===== config.mk =====
export PLATFORM = sky130hd
export DESIGN_NAME = dispatchTop
export DESIGN_NICKNAME = d
export VERILOG_FILES = /design/src/verilog/dispatchPkg.sv /design/src/verilog/dispatchAllocator.sv /design/src/verilog/dispatchTop.sv /design/src/verilog/loadStoreClassifier.sv /design/src/verilog/renameBundleBuffer.sv
export SDC_FILE = /design/constraint.sdc
export NUM_CORES = 1
export LEC_CHECK = 0
export ABC_AREA = 1
export BUFFER_PORTS_ARGS = -buffer_cell sky130_fd_sc_hd__buf_2
export CAP_MARGIN = 10
export CORE_ASPECT_RATIO = 0.9
export CORE_MARGIN = 5
export CORE_UTILIZATION = 50
export CTS_BUF_LIST = sky130_fd_sc_hd__clkbuf_8
export CTS_CLUSTER_SIZE = 25
export DETAILED_ROUTE_END_ITERATION = 10
export PLACE_DENSITY = 0.77
export SLEW_MARGIN = 20
export SYNTH_ARGS = -nofsm -noshare
export SYNTH_HDL_FRONTEND = slang
export SYNTH_SLANG_ARGS = --single-unit

===== constraint.sdc =====
create_clock -name clk -period 6.15 [get_ports clk]
set_input_delay 1.23 -clock clk [delete_from_list [all_inputs] [get_ports clk]]
set_output_delay 1.23 -clock clk [all_outputs]
set_load 0.03 [all_outputs]

===== src/verilog/dispatchPkg.sv =====
/* Dispatch stage shared definitions
   Field widths, instruction type codes and the second-operand word */
package dispatchPkg;

  localparam int PC_WIDTH        = 16;
  localparam int LOG_REG_WIDTH   = 5;
  localparam int PHYS_TAG_WIDTH  = 7;
  localparam int IMM_WIDTH       = PHYS_TAG_WIDTH;  // Shares the operand word with the tag
  localparam int DATA_WIDTH      = 16;              // Sign-extended immediate to issue queue
  localparam int CHECKPOINTS     = 4;               // Also the branch mask width
  localparam int CHECKPOINTS_LOG = 2;
  localparam int INST_TYPE_WIDTH = 2;

  localparam logic [INST_TYPE_WIDTH-1:0] TYPE_ALU    = 2'd0;
  localparam logic [INST_TYPE_WIDTH-1:0] TYPE_BRANCH = 2'd1;
  localparam logic [INST_TYPE_WIDTH-1:0] TYPE_LOAD   = 2'd2;
  localparam logic [INST_TYPE_WIDTH-1:0] TYPE_STORE  = 2'd3;

  // Second source operand, a physical tag unless immValid marks an immediate
  typedef union packed {
    logic [PHYS_TAG_WIDTH-1:0] src2Tag;
    logic [IMM_WIDTH-1:0]      imm;
  } operandU;

endpackage


===== src/verilog/dispatchAllocator.sv =====
/* Dispatch allocator, checks back-end queue space for the head bundle
   and registers the issue queue, active list and LSQ fields */
`timescale 1ns/100ps

module dispatchAllocator #(
  parameter int DISPATCH_WIDTH = 2,
  parameter int LSQ_SIZE       = 16,
  parameter int IQ_SIZE        = 32,
  parameter int AL_SIZE        = 64
) (
  input  logic                                   clk,
  input  logic                                   rstN_i,
  input  logic                                   headValid_i,
  output logic                                   headReady_o,
  input  logic [dispatchPkg::PC_WIDTH-1:0]       pc_i          [DISPATCH_WIDTH],
  input  logic [dispatchPkg::LOG_REG_WIDTH-1:0]  logDest_i     [DISPATCH_WIDTH],
  input  logic [dispatchPkg::PHYS_TAG_WIDTH-1:0] physDest_i    [DISPATCH_WIDTH],
  input  logic [dispatchPkg::PHYS_TAG_WIDTH-1:0] oldPhysDest_i [DISPATCH_WIDTH],
  input  logic [dispatchPkg::PHYS_TAG_WIDTH-1:0] physSrc1_i    [DISPATCH_WIDTH],
  input  dispatchPkg::operandU                   operand_i     [DISPATCH_WIDTH],
  input  logic                                   immValid_i    [DISPATCH_WIDTH],
  input  logic [dispatchPkg::CHECKPOINTS-1:0]    branchMask_i  [DISPATCH_WIDTH],
  input  logic                                   isLoad_i      [DISPATCH_WIDTH],
  input  logic                                   isStore_i     [DISPATCH_WIDTH],
  input  logic [$clog2(DISPATCH_WIDTH+1)-1:0]    loadCnt_i,
  input  logic [$clog2(DISPATCH_WIDTH+1)-1:0]    storeCnt_i,
  input  logic [$clog2(LSQ_SIZE+1)-1:0]          loadQueueCnt_i,
  input  logic [$clog2(LSQ_SIZE+1)-1:0]          storeQueueCnt_i,
  input  logic [$clog2(IQ_SIZE+1)-1:0]           issueQueueCnt_i,
  input  logic [$clog2(AL_SIZE+1)-1:0]           activeListCnt_i,
  output logic                                   dispatchValid_o,
  output logic                                   stallFrontEnd_o,
  output logic [dispatchPkg::PC_WIDTH-1:0]       pc_o          [DISPATCH_WIDTH],
  output logic [dispatchPkg::LOG_REG_WIDTH-1:0]  logDest_o     [DISPATCH_WIDTH],
  output logic [dispatchPkg::PHYS_TAG_WIDTH-1:0] physDest_o    [DISPATCH_WIDTH],
  output logic [dispatchPkg::PHYS_TAG_WIDTH-1:0] oldPhysDest_o [DISPATCH_WIDTH],
  output logic [dispatchPkg::PHYS_TAG_WIDTH-1:0] physSrc1_o    [DISPATCH_WIDTH],
  output logic                                   src2Valid_o   [DISPATCH_WIDTH],
  output logic [dispatchPkg::PHYS_TAG_WIDTH-1:0] src2Tag_o     [DISPATCH_WIDTH],
  output logic                                   immValid_o    [DISPATCH_WIDTH],
  output logic [dispatchPkg::DATA_WIDTH-1:0]     imm_o         [DISPATCH_WIDTH],
  output logic                                   isLoad_o      [DISPATCH_WIDTH],
  output logic                                   isStore_o     [DISPATCH_WIDTH],
  output logic [dispatchPkg::CHECKPOINTS-1:0]    branchMask_o  [DISPATCH_WIDTH]
);
  import dispatchPkg::*;

  logic lqFull;
  logic sqFull;
  logic iqFull;
  logic alFull;
  logic spaceFail;
  logic transfer;

  // Sums widened to 32 bits so occupancy plus demand cannot wrap
  assign lqFull    = (32'(loadQueueCnt_i) + 32'(loadCnt_i)) > LSQ_SIZE;
  assign sqFull    = (32'(storeQueueCnt_i) + 32'(storeCnt_i)) > LSQ_SIZE;
  assign iqFull    = (32'(issueQueueCnt_i) + DISPATCH_WIDTH) > IQ_SIZE;
  assign alFull    = (32'(activeListCnt_i) + DISPATCH_WIDTH) > AL_SIZE;
  assign spaceFail = lqFull | sqFull | iqFull | alFull;

  assign headReady_o     = ~spaceFail;  // Whole bundle or nothing
  assign stallFrontEnd_o = headValid_i & spaceFail;
  assign transfer        = headValid_i & headReady_o;

  always_ff @(posedge clk) begin
    if (!rstN_i) begin
      dispatchValid_o <= 1'b0;
    end else begin
      dispatchValid_o <= transfer;  // One cycle per bundle
    end
  end

  always_ff @(posedge clk) begin
    if (transfer) begin
      for (int i = 0; i < DISPATCH_WIDTH; i++) begin
        pc_o[i]          <= pc_i[i];
        logDest_o[i]     <= logDest_i[i];
        physDest_o[i]    <= physDest_i[i];
        oldPhysDest_o[i] <= oldPhysDest_i[i];
        physSrc1_o[i]    <= physSrc1_i[i];
        immValid_o[i]    <= immValid_i[i];
        isLoad_o[i]      <= isLoad_i[i];
        isStore_o[i]     <= isStore_i[i];
        branchMask_o[i]  <= branchMask_i[i];
        if (immValid_i[i]) begin
          src2Valid_o[i] <= 1'b0;
          src2Tag_o[i]   <= '0;
          imm_o[i]       <= {{(DATA_WIDTH-IMM_WIDTH){operand_i[i].imm[IMM_WIDTH-1]}},
                             operand_i[i].imm};  // Sign extend
        end else begin
          src2Valid_o[i] <= 1'b1;
          src2Tag_o[i]   <= operand_i[i].src2Tag;
          imm_o[i]       <= '0;
        end
      end
    end
  end

endmodule


===== src/verilog/dispatchTop.sv =====
/* Dispatch stage top, rename-side classifier feeding the bundle buffer
   and the dispatch allocator */
`timescale 1ns/100ps

module dispatchTop #(
  parameter int DISPATCH_WIDTH = 2,
  parameter int LSQ_SIZE       = 16,
  parameter int IQ_SIZE        = 32,
  parameter int AL_SIZE        = 64
) (
  input  logic                                    clk,
  input  logic                                    rstN_i,
  input  logic                                    renameValid_i,
  output logic                                    renameReady_o,
  input  logic [dispatchPkg::PC_WIDTH-1:0]        pc_i          [DISPATCH_WIDTH],
  input  logic [dispatchPkg::INST_TYPE_WIDTH-1:0] instType_i    [DISPATCH_WIDTH],
  input  logic [dispatchPkg::LOG_REG_WIDTH-1:0]   logDest_i     [DISPATCH_WIDTH],
  input  logic [dispatchPkg::PHYS_TAG_WIDTH-1:0]  physDest_i    [DISPATCH_WIDTH],
  input  logic [dispatchPkg::PHYS_TAG_WIDTH-1:0]  oldPhysDest_i [DISPATCH_WIDTH],
  input  logic [dispatchPkg::PHYS_TAG_WIDTH-1:0]  physSrc1_i    [DISPATCH_WIDTH],
  input  dispatchPkg::operandU                    operand_i     [DISPATCH_WIDTH],
  input  logic                                    immValid_i    [DISPATCH_WIDTH],
  input  logic [dispatchPkg::CHECKPOINTS-1:0]     branchMask_i  [DISPATCH_WIDTH],
  input  logic                                    ctrlVerified_i,
  input  logic [dispatchPkg::CHECKPOINTS_LOG-1:0] ctrlVerifiedId_i,
  input  logic [$clog2(LSQ_SIZE+1)-1:0]           loadQueueCnt_i,
  input  logic [$clog2(LSQ_SIZE+1)-1:0]           storeQueueCnt_i,
  input  logic [$clog2(IQ_SIZE+1)-1:0]            issueQueueCnt_i,
  input  logic [$clog2(AL_SIZE+1)-1:0]            activeListCnt_i,
  output logic                                    dispatchValid_o,
  output logic                                    stallFrontEnd_o,
  output logic [dispatchPkg::PC_WIDTH-1:0]        pc_o          [DISPATCH_WIDTH],
  output logic [dispatchPkg::LOG_REG_WIDTH-1:0]   logDest_o     [DISPATCH_WIDTH],
  output logic [dispatchPkg::PHYS_TAG_WIDTH-1:0]  physDest_o    [DISPATCH_WIDTH],
  output logic [dispatchPkg::PHYS_TAG_WIDTH-1:0]  oldPhysDest_o [DISPATCH_WIDTH],
  output logic [dispatchPkg::PHYS_TAG_WIDTH-1:0]  physSrc1_o    [DISPATCH_WIDTH],
  output logic                                    src2Valid_o   [DISPATCH_WIDTH],
  output logic [dispatchPkg::PHYS_TAG_WIDTH-1:0]  src2Tag_o     [DISPATCH_WIDTH],
  output logic                                    immValid_o    [DISPATCH_WIDTH],
  output logic [dispatchPkg::DATA_WIDTH-1:0]      imm_o         [DISPATCH_WIDTH],
  output logic                                    isLoad_o      [DISPATCH_WIDTH],
  output logic                                    isStore_o     [DISPATCH_WIDTH],
  output logic [dispatchPkg::CHECKPOINTS-1:0]     branchMask_o  [DISPATCH_WIDTH]
);
  import dispatchPkg::*;

  localparam int CNT_WIDTH = $clog2(DISPATCH_WIDTH + 1);

  logic                      isLoad          [DISPATCH_WIDTH];  // Rename side
  logic                      isStore         [DISPATCH_WIDTH];
  logic [CNT_WIDTH-1:0]      loadCnt;
  logic [CNT_WIDTH-1:0]      storeCnt;
  logic                      headValid;
  logic                      headReady;
  logic [PC_WIDTH-1:0]       headPc          [DISPATCH_WIDTH];  // Buffer head
  logic [LOG_REG_WIDTH-1:0]  headLogDest     [DISPATCH_WIDTH];
  logic [PHYS_TAG_WIDTH-1:0] headPhysDest    [DISPATCH_WIDTH];
  logic [PHYS_TAG_WIDTH-1:0] headOldPhysDest [DISPATCH_WIDTH];
  logic [PHYS_TAG_WIDTH-1:0] headPhysSrc1    [DISPATCH_WIDTH];
  operandU                   headOperand     [DISPATCH_WIDTH];
  logic                      headImmValid    [DISPATCH_WIDTH];
  logic [CHECKPOINTS-1:0]    headBranchMask  [DISPATCH_WIDTH];
  logic                      headIsLoad      [DISPATCH_WIDTH];
  logic                      headIsStore     [DISPATCH_WIDTH];
  logic [CNT_WIDTH-1:0]      headLoadCnt;
  logic [CNT_WIDTH-1:0]      headStoreCnt;

  loadStoreClassifier #(
    .DISPATCH_WIDTH(DISPATCH_WIDTH)
  ) loadStoreClassifier_inst (
    .instType_i(instType_i),
    .isLoad_o  (isLoad),
    .isStore_o (isStore),
    .loadCnt_o (loadCnt),
    .storeCnt_o(storeCnt)
  );

  renameBundleBuffer #(
    .DISPATCH_WIDTH(DISPATCH_WIDTH)
  ) renameBundleBuffer_inst (
    .clk             (clk),
    .rstN_i          (rstN_i),
    .inValid_i       (renameValid_i),
    .inReady_o       (renameReady_o),
    .pc_i            (pc_i),
    .logDest_i       (logDest_i),
    .physDest_i      (physDest_i),
    .oldPhysDest_i   (oldPhysDest_i),
    .physSrc1_i      (physSrc1_i),
    .operand_i       (operand_i),
    .immValid_i      (immValid_i),
    .branchMask_i    (branchMask_i),
    .isLoad_i        (isLoad),
    .isStore_i       (isStore),
    .loadCnt_i       (loadCnt),
    .storeCnt_i      (storeCnt),
    .ctrlVerified_i  (ctrlVerified_i),
    .ctrlVerifiedId_i(ctrlVerifiedId_i),
    .outValid_o      (headValid),
    .outReady_i      (headReady),
    .pc_o            (headPc),
    .logDest_o       (headLogDest),
    .physDest_o      (headPhysDest),
    .oldPhysDest_o   (headOldPhysDest),
    .physSrc1_o      (headPhysSrc1),
    .operand_o       (headOperand),
    .immValid_o      (headImmValid),
    .branchMask_o    (headBranchMask),
    .isLoad_o        (headIsLoad),
    .isStore_o       (headIsStore),
    .loadCnt_o       (headLoadCnt),
    .storeCnt_o      (headStoreCnt)
  );

  dispatchAllocator #(
    .DISPATCH_WIDTH(DISPATCH_WIDTH),
    .LSQ_SIZE      (LSQ_SIZE),
    .IQ_SIZE       (IQ_SIZE),
    .AL_SIZE       (AL_SIZE)
  ) dispatchAllocator_inst (
    .clk            (clk),
    .rstN_i         (rstN_i),
    .headValid_i    (headValid),
    .headReady_o    (headReady),
    .pc_i           (headPc),
    .logDest_i      (headLogDest),
    .physDest_i     (headPhysDest),
    .oldPhysDest_i  (headOldPhysDest),
    .physSrc1_i     (headPhysSrc1),
    .operand_i      (headOperand),
    .immValid_i     (headImmValid),
    .branchMask_i   (headBranchMask),
    .isLoad_i       (headIsLoad),
    .isStore_i      (headIsStore),
    .loadCnt_i      (headLoadCnt),
    .storeCnt_i     (headStoreCnt),
    .loadQueueCnt_i (loadQueueCnt_i),
    .storeQueueCnt_i(storeQueueCnt_i),
    .issueQueueCnt_i(issueQueueCnt_i),
    .activeListCnt_i(activeListCnt_i),
    .dispatchValid_o(dispatchValid_o),
    .stallFrontEnd_o(stallFrontEnd_o),
    .pc_o           (pc_o),
    .logDest_o      (logDest_o),
    .physDest_o     (physDest_o),
    .oldPhysDest_o  (oldPhysDest_o),
    .physSrc1_o     (physSrc1_o),
    .src2Valid_o    (src2Valid_o),
    .src2Tag_o      (src2Tag_o),
    .immValid_o     (immValid_o),
    .imm_o          (imm_o),
    .isLoad_o       (isLoad_o),
    .isStore_o      (isStore_o),
    .branchMask_o   (branchMask_o)
  );

endmodule


===== src/verilog/loadStoreClassifier.sv =====
/* Load/store classifier on the rename side
   Flags loads and stores per lane and counts them over the bundle */
`timescale 1ns/100ps

module loadStoreClassifier #(
  parameter int DISPATCH_WIDTH = 2
) (
  input  logic [dispatchPkg::INST_TYPE_WIDTH-1:0] instType_i [DISPATCH_WIDTH],
  output logic                                    isLoad_o   [DISPATCH_WIDTH],
  output logic                                    isStore_o  [DISPATCH_WIDTH],
  output logic [$clog2(DISPATCH_WIDTH+1)-1:0]     loadCnt_o,
  output logic [$clog2(DISPATCH_WIDTH+1)-1:0]     storeCnt_o
);
  import dispatchPkg::*;

  localparam int CNT_WIDTH = $clog2(DISPATCH_WIDTH + 1);

  // Counts are ready before the bundle reaches the space check
  always_comb begin
    loadCnt_o  = '0;
    storeCnt_o = '0;
    for (int i = 0; i < DISPATCH_WIDTH; i++) begin
      isLoad_o[i]  = (instType_i[i] == TYPE_LOAD);
      isStore_o[i] = (instType_i[i] == TYPE_STORE);
      loadCnt_o    = loadCnt_o + CNT_WIDTH'(isLoad_o[i]);
      storeCnt_o   = storeCnt_o + CNT_WIDTH'(isStore_o[i]);
    end
  end

endmodule


===== src/verilog/renameBundleBuffer.sv =====
/* Rename-to-dispatch bundle buffer, a two-entry FIFO of whole bundles
   Branch masks drop verified checkpoints while bundles wait */
`timescale 1ns/100ps

module renameBundleBuffer #(
  parameter int DISPATCH_WIDTH = 2
) (
  input  logic                                    clk,
  input  logic                                    rstN_i,
  input  logic                                    inValid_i,
  output logic                                    inReady_o,
  input  logic [dispatchPkg::PC_WIDTH-1:0]        pc_i          [DISPATCH_WIDTH],
  input  logic [dispatchPkg::LOG_REG_WIDTH-1:0]   logDest_i     [DISPATCH_WIDTH],
  input  logic [dispatchPkg::PHYS_TAG_WIDTH-1:0]  physDest_i    [DISPATCH_WIDTH],
  input  logic [dispatchPkg::PHYS_TAG_WIDTH-1:0]  oldPhysDest_i [DISPATCH_WIDTH],
  input  logic [dispatchPkg::PHYS_TAG_WIDTH-1:0]  physSrc1_i    [DISPATCH_WIDTH],
  input  dispatchPkg::operandU                    operand_i     [DISPATCH_WIDTH],
  input  logic                                    immValid_i    [DISPATCH_WIDTH],
  input  logic [dispatchPkg::CHECKPOINTS-1:0]     branchMask_i  [DISPATCH_WIDTH],
  input  logic                                    isLoad_i      [DISPATCH_WIDTH],
  input  logic                                    isStore_i     [DISPATCH_WIDTH],
  input  logic [$clog2(DISPATCH_WIDTH+1)-1:0]     loadCnt_i,
  input  logic [$clog2(DISPATCH_WIDTH+1)-1:0]     storeCnt_i,
  input  logic                                    ctrlVerified_i,
  input  logic [dispatchPkg::CHECKPOINTS_LOG-1:0] ctrlVerifiedId_i,
  output logic                                    outValid_o,
  input  logic                                    outReady_i,
  output logic [dispatchPkg::PC_WIDTH-1:0]        pc_o          [DISPATCH_WIDTH],
  output logic [dispatchPkg::LOG_REG_WIDTH-1:0]   logDest_o     [DISPATCH_WIDTH],
  output logic [dispatchPkg::PHYS_TAG_WIDTH-1:0]  physDest_o    [DISPATCH_WIDTH],
  output logic [dispatchPkg::PHYS_TAG_WIDTH-1:0]  oldPhysDest_o [DISPATCH_WIDTH],
  output logic [dispatchPkg::PHYS_TAG_WIDTH-1:0]  physSrc1_o    [DISPATCH_WIDTH],
  output dispatchPkg::operandU                    operand_o     [DISPATCH_WIDTH],
  output logic                                    immValid_o    [DISPATCH_WIDTH],
  output logic [dispatchPkg::CHECKPOINTS-1:0]     branchMask_o  [DISPATCH_WIDTH],
  output logic                                    isLoad_o      [DISPATCH_WIDTH],
  output logic                                    isStore_o     [DISPATCH_WIDTH],
  output logic [$clog2(DISPATCH_WIDTH+1)-1:0]     loadCnt_o,
  output logic [$clog2(DISPATCH_WIDTH+1)-1:0]     storeCnt_o
);
  import dispatchPkg::*;

  localparam int CNT_WIDTH = $clog2(DISPATCH_WIDTH + 1);

  logic [PC_WIDTH-1:0]       pcMem          [2][DISPATCH_WIDTH];
  logic [LOG_REG_WIDTH-1:0]  logDestMem     [2][DISPATCH_WIDTH];
  logic [PHYS_TAG_WIDTH-1:0] physDestMem    [2][DISPATCH_WIDTH];
  logic [PHYS_TAG_WIDTH-1:0] oldPhysDestMem [2][DISPATCH_WIDTH];
  logic [PHYS_TAG_WIDTH-1:0] physSrc1Mem    [2][DISPATCH_WIDTH];
  operandU                   operandMem     [2][DISPATCH_WIDTH];
  logic                      immValidMem    [2][DISPATCH_WIDTH];
  logic [CHECKPOINTS-1:0]    branchMaskMem  [2][DISPATCH_WIDTH];
  logic                      isLoadMem      [2][DISPATCH_WIDTH];
  logic                      isStoreMem     [2][DISPATCH_WIDTH];
  logic [CNT_WIDTH-1:0]      loadCntMem     [2];
  logic [CNT_WIDTH-1:0]      storeCntMem    [2];

  logic                   wrPtr;
  logic                   rdPtr;
  logic [1:0]             count;     // Bundles held, 0 to 2
  logic                   push;
  logic                   pop;
  logic [CHECKPOINTS-1:0] keepMask;  // All ones unless a checkpoint verifies

  assign inReady_o  = (count != 2'd2);
  assign outValid_o = (count != 2'd0);
  assign push       = inValid_i & inReady_o;
  assign pop        = outValid_o & outReady_i;
  assign keepMask   = ctrlVerified_i ? ~(CHECKPOINTS'(1) << ctrlVerifiedId_i) : '1;

  always_ff @(posedge clk) begin
    if (!rstN_i) begin
      wrPtr <= 1'b0;
      rdPtr <= 1'b0;
      count <= 2'd0;
    end else begin
      if (push) begin
        wrPtr <= ~wrPtr;
      end
      if (pop) begin
        rdPtr <= ~rdPtr;
      end
      case ({push, pop})
        2'b10:   count <= count + 2'd1;
        2'b01:   count <= count - 2'd1;
        default: count <= count;
      endcase
    end
  end

  always_ff @(posedge clk) begin
    for (int e = 0; e < 2; e++) begin
      for (int i = 0; i < DISPATCH_WIDTH; i++) begin
        branchMaskMem[e][i] <= branchMaskMem[e][i] & keepMask;  // Waiting bundles
      end
    end
    if (push) begin
      for (int i = 0; i < DISPATCH_WIDTH; i++) begin
        pcMem[wrPtr][i]          <= pc_i[i];
        logDestMem[wrPtr][i]     <= logDest_i[i];
        physDestMem[wrPtr][i]    <= physDest_i[i];
        oldPhysDestMem[wrPtr][i] <= oldPhysDest_i[i];
        physSrc1Mem[wrPtr][i]    <= physSrc1_i[i];
        operandMem[wrPtr][i]     <= operand_i[i];
        immValidMem[wrPtr][i]    <= immValid_i[i];
        branchMaskMem[wrPtr][i]  <= branchMask_i[i] & keepMask;  // Bundle being written
        isLoadMem[wrPtr][i]      <= isLoad_i[i];
        isStoreMem[wrPtr][i]     <= isStore_i[i];
      end
      loadCntMem[wrPtr]  <= loadCnt_i;
      storeCntMem[wrPtr] <= storeCnt_i;
    end
  end

  // Head bundle, mask also cleared for a verify in the cycle it leaves
  always_comb begin
    for (int i = 0; i < DISPATCH_WIDTH; i++) begin
      pc_o[i]          = pcMem[rdPtr][i];
      logDest_o[i]     = logDestMem[rdPtr][i];
      physDest_o[i]    = physDestMem[rdPtr][i];
      oldPhysDest_o[i] = oldPhysDestMem[rdPtr][i];
      physSrc1_o[i]    = physSrc1Mem[rdPtr][i];
      operand_o[i]     = operandMem[rdPtr][i];
      immValid_o[i]    = immValidMem[rdPtr][i];
      branchMask_o[i]  = branchMaskMem[rdPtr][i] & keepMask;
      isLoad_o[i]      = isLoadMem[rdPtr][i];
      isStore_o[i]     = isStoreMem[rdPtr][i];
    end
    loadCnt_o  = loadCntMem[rdPtr];
    storeCnt_o = storeCntMem[rdPtr];
  end

endmodule

After elaboration in Yosys (flattened, before gate mapping)
Memories as Yosys holds them, arrays and structs flattened. A register that Yosys moved wholly into a read port is not among the register bits.
Cells that the tools add are included.
{"block": "word_totals", "reg_bits": 45, "mem_count": 12, "elab_cells": 82, "inputBits": 141, "out_inout_bits": 149, "ramBits": 232}
{"memory": "renameBundleBuffer_inst.pcMem", "words": 2, "word_bits": 32, "read_ports": 1, "rd_clocked_by_memory_dff": 1, "wr": 1, "line_no": "renameBundleBuffer.sv:45", "text": "logic [PC_WIDTH-1:0] pcMem [2][DISPATCH_WIDTH];"}
{"memory": "renameBundleBuffer_inst.oldPhysDestMem", "words": 2, "word_bits": 14, "read_ports": 1, "rd_clocked_by_memory_dff": 1, "wr": 1, "line_no": "renameBundleBuffer.sv:48", "text": "logic [PHYS_TAG_WIDTH-1:0] oldPhysDestMem [2][DISPATCH_WIDTH];"}
{"memory": "renameBundleBuffer_inst.operandMem", "words": 2, "word_bits": 14, "read_ports": 1, "rd_clocked_by_memory_dff": 1, "wr": 1, "line_no": "renameBundleBuffer.sv:50", "text": "operandU operandMem [2][DISPATCH_WIDTH];"}
{"memory": "renameBundleBuffer_inst.physDestMem", "words": 2, "word_bits": 14, "read_ports": 1, "rd_clocked_by_memory_dff": 1, "wr": 1, "line_no": "renameBundleBuffer.sv:47", "text": "logic [PHYS_TAG_WIDTH-1:0] physDestMem [2][DISPATCH_WIDTH];"}
{"memory": "renameBundleBuffer_inst.physSrc1Mem", "words": 2, "word_bits": 14, "read_ports": 1, "rd_clocked_by_memory_dff": 1, "wr": 1, "line_no": "renameBundleBuffer.sv:49", "text": "logic [PHYS_TAG_WIDTH-1:0] physSrc1Mem [2][DISPATCH_WIDTH];"}
{"memory": "renameBundleBuffer_inst.logDestMem", "words": 2, "word_bits": 10, "read_ports": 1, "rd_clocked_by_memory_dff": 1, "wr": 1, "line_no": "renameBundleBuffer.sv:46", "text": "logic [LOG_REG_WIDTH-1:0] logDestMem [2][DISPATCH_WIDTH];"}
{"memory": "+6 memories"}
{"block": "op_classes", "n_shift": 1, "n_lt_le_gt_ge": 4, "muxes": 16, "n_eq_ne": 7, "bitwise": 18, "n_reduce_logical": 2, "n_addsub": 8}
{"op": "$gt A32 B5 Y1 const B", "count": 2}
{"op": "$and A4 B4 Y4", "count": 8}
{"op": "$gt A32 B6 Y1 const B", "count": 1}
{"op": "$gt A32 B7 Y1 const B", "count": 1}
{"op": "$mux W1", "count": 14}
{"op": "$add A5 B2 Y6", "count": 2}
{"op": "$eq A2 B2 Y1 const B", "count": 5}
{"op": "$add A7 B2 Y8 const B", "count": 1}
{"op": "$add A6 B2 Y7 const B", "count": 1}
{"op": "$add A1 B1 Y2", "count": 2}
{"op": "$mux W4", "count": 1}
{"op": "$not A4 Y4", "count": 1}
{"op": "$pmux W2 S2", "count": 1}
{"op": "$reduce_bool A2 Y1", "count": 2}
{"op": "$shl A1 B2 Y4 const A", "count": 1}
{"op": "$and A1 B1 Y1", "count": 3}
{"op": "$not A1 Y1", "count": 3}
{"op": "$or A1 B1 Y1", "count": 3}
{"op": "$add A2 B1 Y2 const B", "count": 1}
{"op": "$eq A2 B1 Y1 const B", "count": 1}
{"op": "$ne A2 B2 Y1 const B", "count": 1}
{"op": "$sub A2 B1 Y2 const B", "count": 1}

Longest topological paths before layout
{"block": "depth", "ltp_word": 9, "depth_mapped": 19, "mapped_depth_nobuf": 18}

By module
From an unflattened synthesis, not the netlist that was laid out.
{"block": "hier_totals", "cells_unflattened": 853, "area_unflattened_um2": 13947.1}
{"mod": "renameBundleBuffer", "n_inst": 1, "cells_per_inst": 533, "area_per_inst_um2": 9132.5}
{"mod": "dispatchAllocator", "n_inst": 1, "cells_per_inst": 310, "area_per_inst_um2": 4754.6}
{"mod": "loadStoreClassifier", "n_inst": 1, "cells_per_inst": 10, "area_per_inst_um2": 60.1}

Least setup slack after synthesis
No wires, ideal clock.
{"block": "synth_path", "path_kind": "input port to flip-flop", "startpoint": "in loadQueueCnt_i[0]", "endpoint": "reg renameBundleBuffer_inst.count[1]", "path_slack_ns": 0.041, "stages": 16, "arrival_ns": 5.987, "path_cell_list": "ha_1 > fa_1 > nor2_1 > nand2_1 > nor2_1 > nand3_1 > nand2_1 > nand2_2 > nor2_4 > nand2_1 > inv_1 > ha_1 > a21oi_1 > o21ai_0 > o21ai_0 > a21oi_1"}
{"block": "synth_via", "elab_chain_len": 9, "elab_cells_between_ends": 11, "classes_between": "1 x add/sub; 1 x order compare; 2 x eq/ne; 1 x mux; 5 x bitwise; 1 x reduce/logical"}
{"item": "from (decl)", "line_no": "dispatchTop.sv:26", "text": "input logic [$clog2(LSQ_SIZE+1)-1:0] loadQueueCnt_i,"}
{"item": "$add A5 B2 Y6 (*)", "line_no": "dispatchAllocator.sv:56", "text": "assign lqFull = (32'(loadQueueCnt_i) + 32'(loadCnt_i)) > LSQ_SIZE;"}
{"item": "$gt A32 B5 Y1 (*)", "line_no": "dispatchAllocator.sv:56"}
{"item": "$or A1 B1 Y1 (*) (3 in a row)", "line_no": "dispatchAllocator.sv:60", "text": "assign spaceFail = lqFull | sqFull | iqFull | alFull;"}
{"item": "$not A1 Y1 (*)", "line_no": "dispatchAllocator.sv:62", "text": "assign headReady_o = ~spaceFail;"}
{"item": "$and A1 B1 Y1 (*)"}
{"item": "net dispatchAllocator_inst.transfer", "line_no": "dispatchAllocator.sv:53", "text": "logic transfer;"}
{"item": "$eq A2 B1 Y1 / $eq A2 B2 Y1 (equally long branches)", "line_no": "renameBundleBuffer.sv:83", "text": "case ({push, pop})"}
{"item": "$pmux W2 S2 / $reduce_bool A2 Y1 (equally long branches)"}
{"item": "to (signal assigned)", "line_no": "renameBundleBuffer.sv:84", "text": "2'b10: count <= count + 2'd1;"}
{"item": "to (signal assigned)", "line_no": "renameBundleBuffer.sv:85", "text": "2'b01: count <= count - 2'd1;"}
{"item": "to (signal assigned)", "line_no": "renameBundleBuffer.sv:86", "text": "default: count <= count;"}
{"item": "to (decl)", "line_no": "renameBundleBuffer.sv:60", "text": "logic [1:0] count;"}
The timed path passes the listed nets; every way through them passes the cells marked *.
A chain may end at the register's enable or synchronous reset.

==> summary.md <==
| Metric | Value |
|---|---|
| Net count reported at finish | 1212 |
| Global-route wire length before repair | 37.81 mm |
| Cell Int Power | 3.926 mW |
| ANT nets after route | 0 |
| Final setup fails | 0 |
| Reg-to-reg slack, setup | 1.81 ns |
| Die area | 30170 um2 |
| Startpoint types | flop |
| Top Ports | 290 |
| Pre-Repair DR Iteration Count | 4 |
| Outcome | finished clean |
| Worst hold path depth | 2 |
| Layout area overhead | 20.44% |
| Worst Hold Class | flop to flop |
| Via count | 7135 |
| Most frequent cells in the layout | edfxtp_1, buf_2, mux2_2 |
| RSZ-0062 raised after global routing | false |
| Die Ht | 165.3 um |
| Avg Inst Size Synth | 18.08 um2 |
| Number of max-cap violations | 0 |
| Top routing layer in use | met5 |
| Hold EP | renameBundleBuffer_inst.branchMaskMem[1][0] |
| Via-per-instance ratio | 4.900 |
| Post-Syn Area | 13400 um2 |
| Clock Power Share | 34.6% |
| Critical Path RT | 4.92 ns |
| Synthesized flop and latch total | 366 |
| Yosys cell types | 30 |
| Fin crit period | 4.617 ns |
| Switch share | 22.72% |
| Clock Skew | 0.02376 ns |
| Maximum fanout along the worst path | 30 |
| Final Worst Setup Slack | 1.533 ns |
| Synth warn | 0 |
| Total power | 5.080 mW |
| Initial DRC Count | 407 |
| Worst-Skew Late Latency | 0.58 ns |
| Sequential share of power | 57.9% |
| TritonCTS clock tree | done |
| Crit. End Element | output pin |
| Peak supply drop | 0.0002095 V |
| Slew Limit Fails | 0 |
| Actual slew at the worst max-slew pin | 1.042 ns |
| Slew headroom | 30.55% |
| CTS Sinks | 366 |
| H-Tree Depth | 2 |
| Grt total ovfl | 0 |
| Leakage | 6.185 nW |
| Commonest non-fill, non-tap cell in the layout | edfxtp_1 |
| Post-Place Cells | 1350 |
| Switching power | 1.154 mW |
| CTS Hold Bufs | 0 |
| Critical path class | flop to output pin |
| Mapped Cells | 741 |
| CTS resizes | 0 |
| Hold Startpoint | renameBundleBuffer_inst.branchMaskMem[1][0] |
| Clock-pin slew on the worst setup and hold paths | 0.06 ns |
| Met1 wire length | 10.34 mm |
| Cell Rows | 56 |
| Fin. Hold Viols | 0 |
| Logic pwr share | 7.5% |
| Filler cells | 1978 |
| Non-Filler Instances | 1456 |
| Power Density | 314.9 nW/um2 |
| Core Box Area | 26210 um2 |
| Initial antenna violation count | 6 |
| Total clock buffers created by CTS | 55 |
| Routed WL per cell | 17.38 um |
| Share of layout cells above drive strength 1 | 43.57% |
| Setup WS pre-CTS | 1.690 ns |
| Syn Nets | 893 |
| Die Width | 182.5 um |
| Largest net degree at the start of global routing | 89 |
| Metal2 WL | 12.27 mm |
| Post-CTS Setup Inserts | 0 |
| Initial core utilization | 51.12% |
| DP HPWL | 16.40 mm |
| Seq/Total Area, Yosys | 80.40% |
| Final WL | 25.31 mm |
| DRC viols | 0 |
| Clock buffer depth | 3 |
| Worst Reg-to-Reg Cells | 17 |
| Met3 wire length | 2.035 mm |
| Port Buf Inserts | 289 |
| Vias in the first global route | 7200 |
| GPL Wtd Cong | 0.7622 |
| Fin crit share | 75.07% |
| Crit path DAT | 3.39 ns |
| Fmax | 216.6 MHz |
| GRT Total Usage | 16.08% |
| Root Driver | clkbuf_8 |
| R2r endpoint | renameBundleBuffer_inst.count[1] |
| Fin Setup TNS | 0 ns |
==> flip-flops by register name (all words and copies together) (netlist names), 14 cells and up, named ones only <==
name and cells:
renameBundleBuffer_inst.physDestMem 28, renameBundleBuffer_inst.oldPhysDestMem 28, renameBundleBuffer_inst.branchMaskMem 16, renameBundleBuffer_inst.operandMem 28
renameBundleBuffer_inst.logDestMem 20, dispatchAllocator_inst.pc_o 32, dispatchAllocator_inst.imm_o 14, renameBundleBuffer_inst.pcMem 64
dispatchAllocator_inst.oldPhysDest_o 14, dispatchAllocator_inst.physSrc1_o 14, dispatchAllocator_inst.src2Tag_o 14, dispatchAllocator_inst.physDest_o 14
renameBundleBuffer_inst.physSrc1Mem 28
==> power groups by stage <==
stage          clock network [mW]  registers [mW]  logic (mW)
2_1_floorplan                   0            3.03       0.216
3_3_place_gp                    0            2.99       0.373
3_5_place_dp                    0            2.99       0.386
4_1_cts                      1.82            2.94       0.388
5_1_grt                      1.95            2.95       0.423
6_report                     1.76            2.94       0.381
==> cell usage after synthesis <==
cell type / number / area [um2]
edfxtp_1: 344 / 10330
mux2_2: 100 / 1126
nand2_1: 54 / 202.7
nor2_1: 43 / 161.4
inv_1: 35 / 131.4
nand3_1: 31 / 155.2
dfxtp_1: 22 / 440.4
buf_4: 21 / 157.7
o21ai_0: 18 / 90.09
mux2i_1: 14 / 140.1
buf_2: 12 / 60.06
ha_1: 9 / 112.6
a21oi_1: 5 / 25.02
nand2_2: 5 / 31.28
inv_2: 4 / 15.01
nand3b_1: 4 / 30.03
fa_1: 2 / 40.04
nand3_2: 2 / 20.02
nor2_2: 2 / 12.51
nor2_4: 2 / 22.52
o21ai_1: 2 / 10.01
xnor2_1: 2 / 17.52
a21boi_1: 1 / 7.510
clkinv_1: 1 / 3.750
clkinv_2: 1 / 5.000
nand4_1: 1 / 6.260
o21ai_2: 1 / 8.760
o21ai_4: 1 / 16.27
o21bai_1: 1 / 7.510
xor2_1: 1 / 8.760
==> cell families after synthesis <==
group	count (synthesis)	synth area share (%)
AO/OA/AOI/OAI	29	1.233
XOR/XNOR	3	0.1962
adder cells (fa/ha/maj)	11	1.140
buffers and inverters	74	2.783
flip-flops	366	80.40
multiplexers	114	9.453
AND/OR/NAND/NOR	144	4.792
==> per-layer routing <==
layer | GRT usage (%) | vias up
met5 | 0 | -
met4 | 5.832 | 8
met3 | 4.993 | 56
met2 | 25.65 | 257
met1 | 21.11 | 3421
li1 | - | 3393
==> final cells by class <==
type                            count  area, um2  area share [%]
Antenna cell                        4      10.01         0.06204
Clock buffer                       55      757.0           4.692
Clock inverter                     46      224.0           1.388
Inverter                           41      162.7           1.008
Multi-Input combinational cell    301       2257           13.99
Sequential cell                   366      10780           66.79
Tap cell                          348      435.4           2.699
Timing Repair Buffer              295       1511           9.369
==> how the worst max path moves through the flow <==
stage | end | slack (ns) | cells past startpoint
floorplan | renameBundleBuffer_inst.count[1] | 0.04 | 16
global placement | dispatchAllocator_inst.physDest_o[5] | 1.79 | 13
detailed placement | renameBundleBuffer_inst.count[1] | 1.69 | 17
CTS | stallFrontEnd_o | 1.44 | 12
global route | stallFrontEnd_o | 1.25 | 12
finish | stallFrontEnd_o | 1.53 | 12
==> critical path, cell delays in order, from the launching register on <==
cell	delay [ns]
dfxtp_2	0.93
mux2_2	0.42
ha_1	0.20
fa_1	0.43
nor2_1	0.11
nand2_1	0.06
nor2_1	0.09
nand3_1	0.08
nand2_1	0.08
nand2_2	0.07
nor2_4	0.13
a21oi_1	0.05
buf_2	0.18
==> per-stage QoR <==
step / hold WS (ns) / util (%) / instance area (um2)
4_1_cts: 0.4853 / 61.42 / 16100
2_1_floorplan: 0.4475 / - / 13400
3_5_place_dp: 0.4708 / 57.68 / 15110
6_report: 0.4789 / 61.56 / 16130
5_1_grt: 0.5136 / 61.55 / 16130
3_3_place_gp: 0.4583 / 57.68 / 15110
Power figures use the tool's default switching activity.
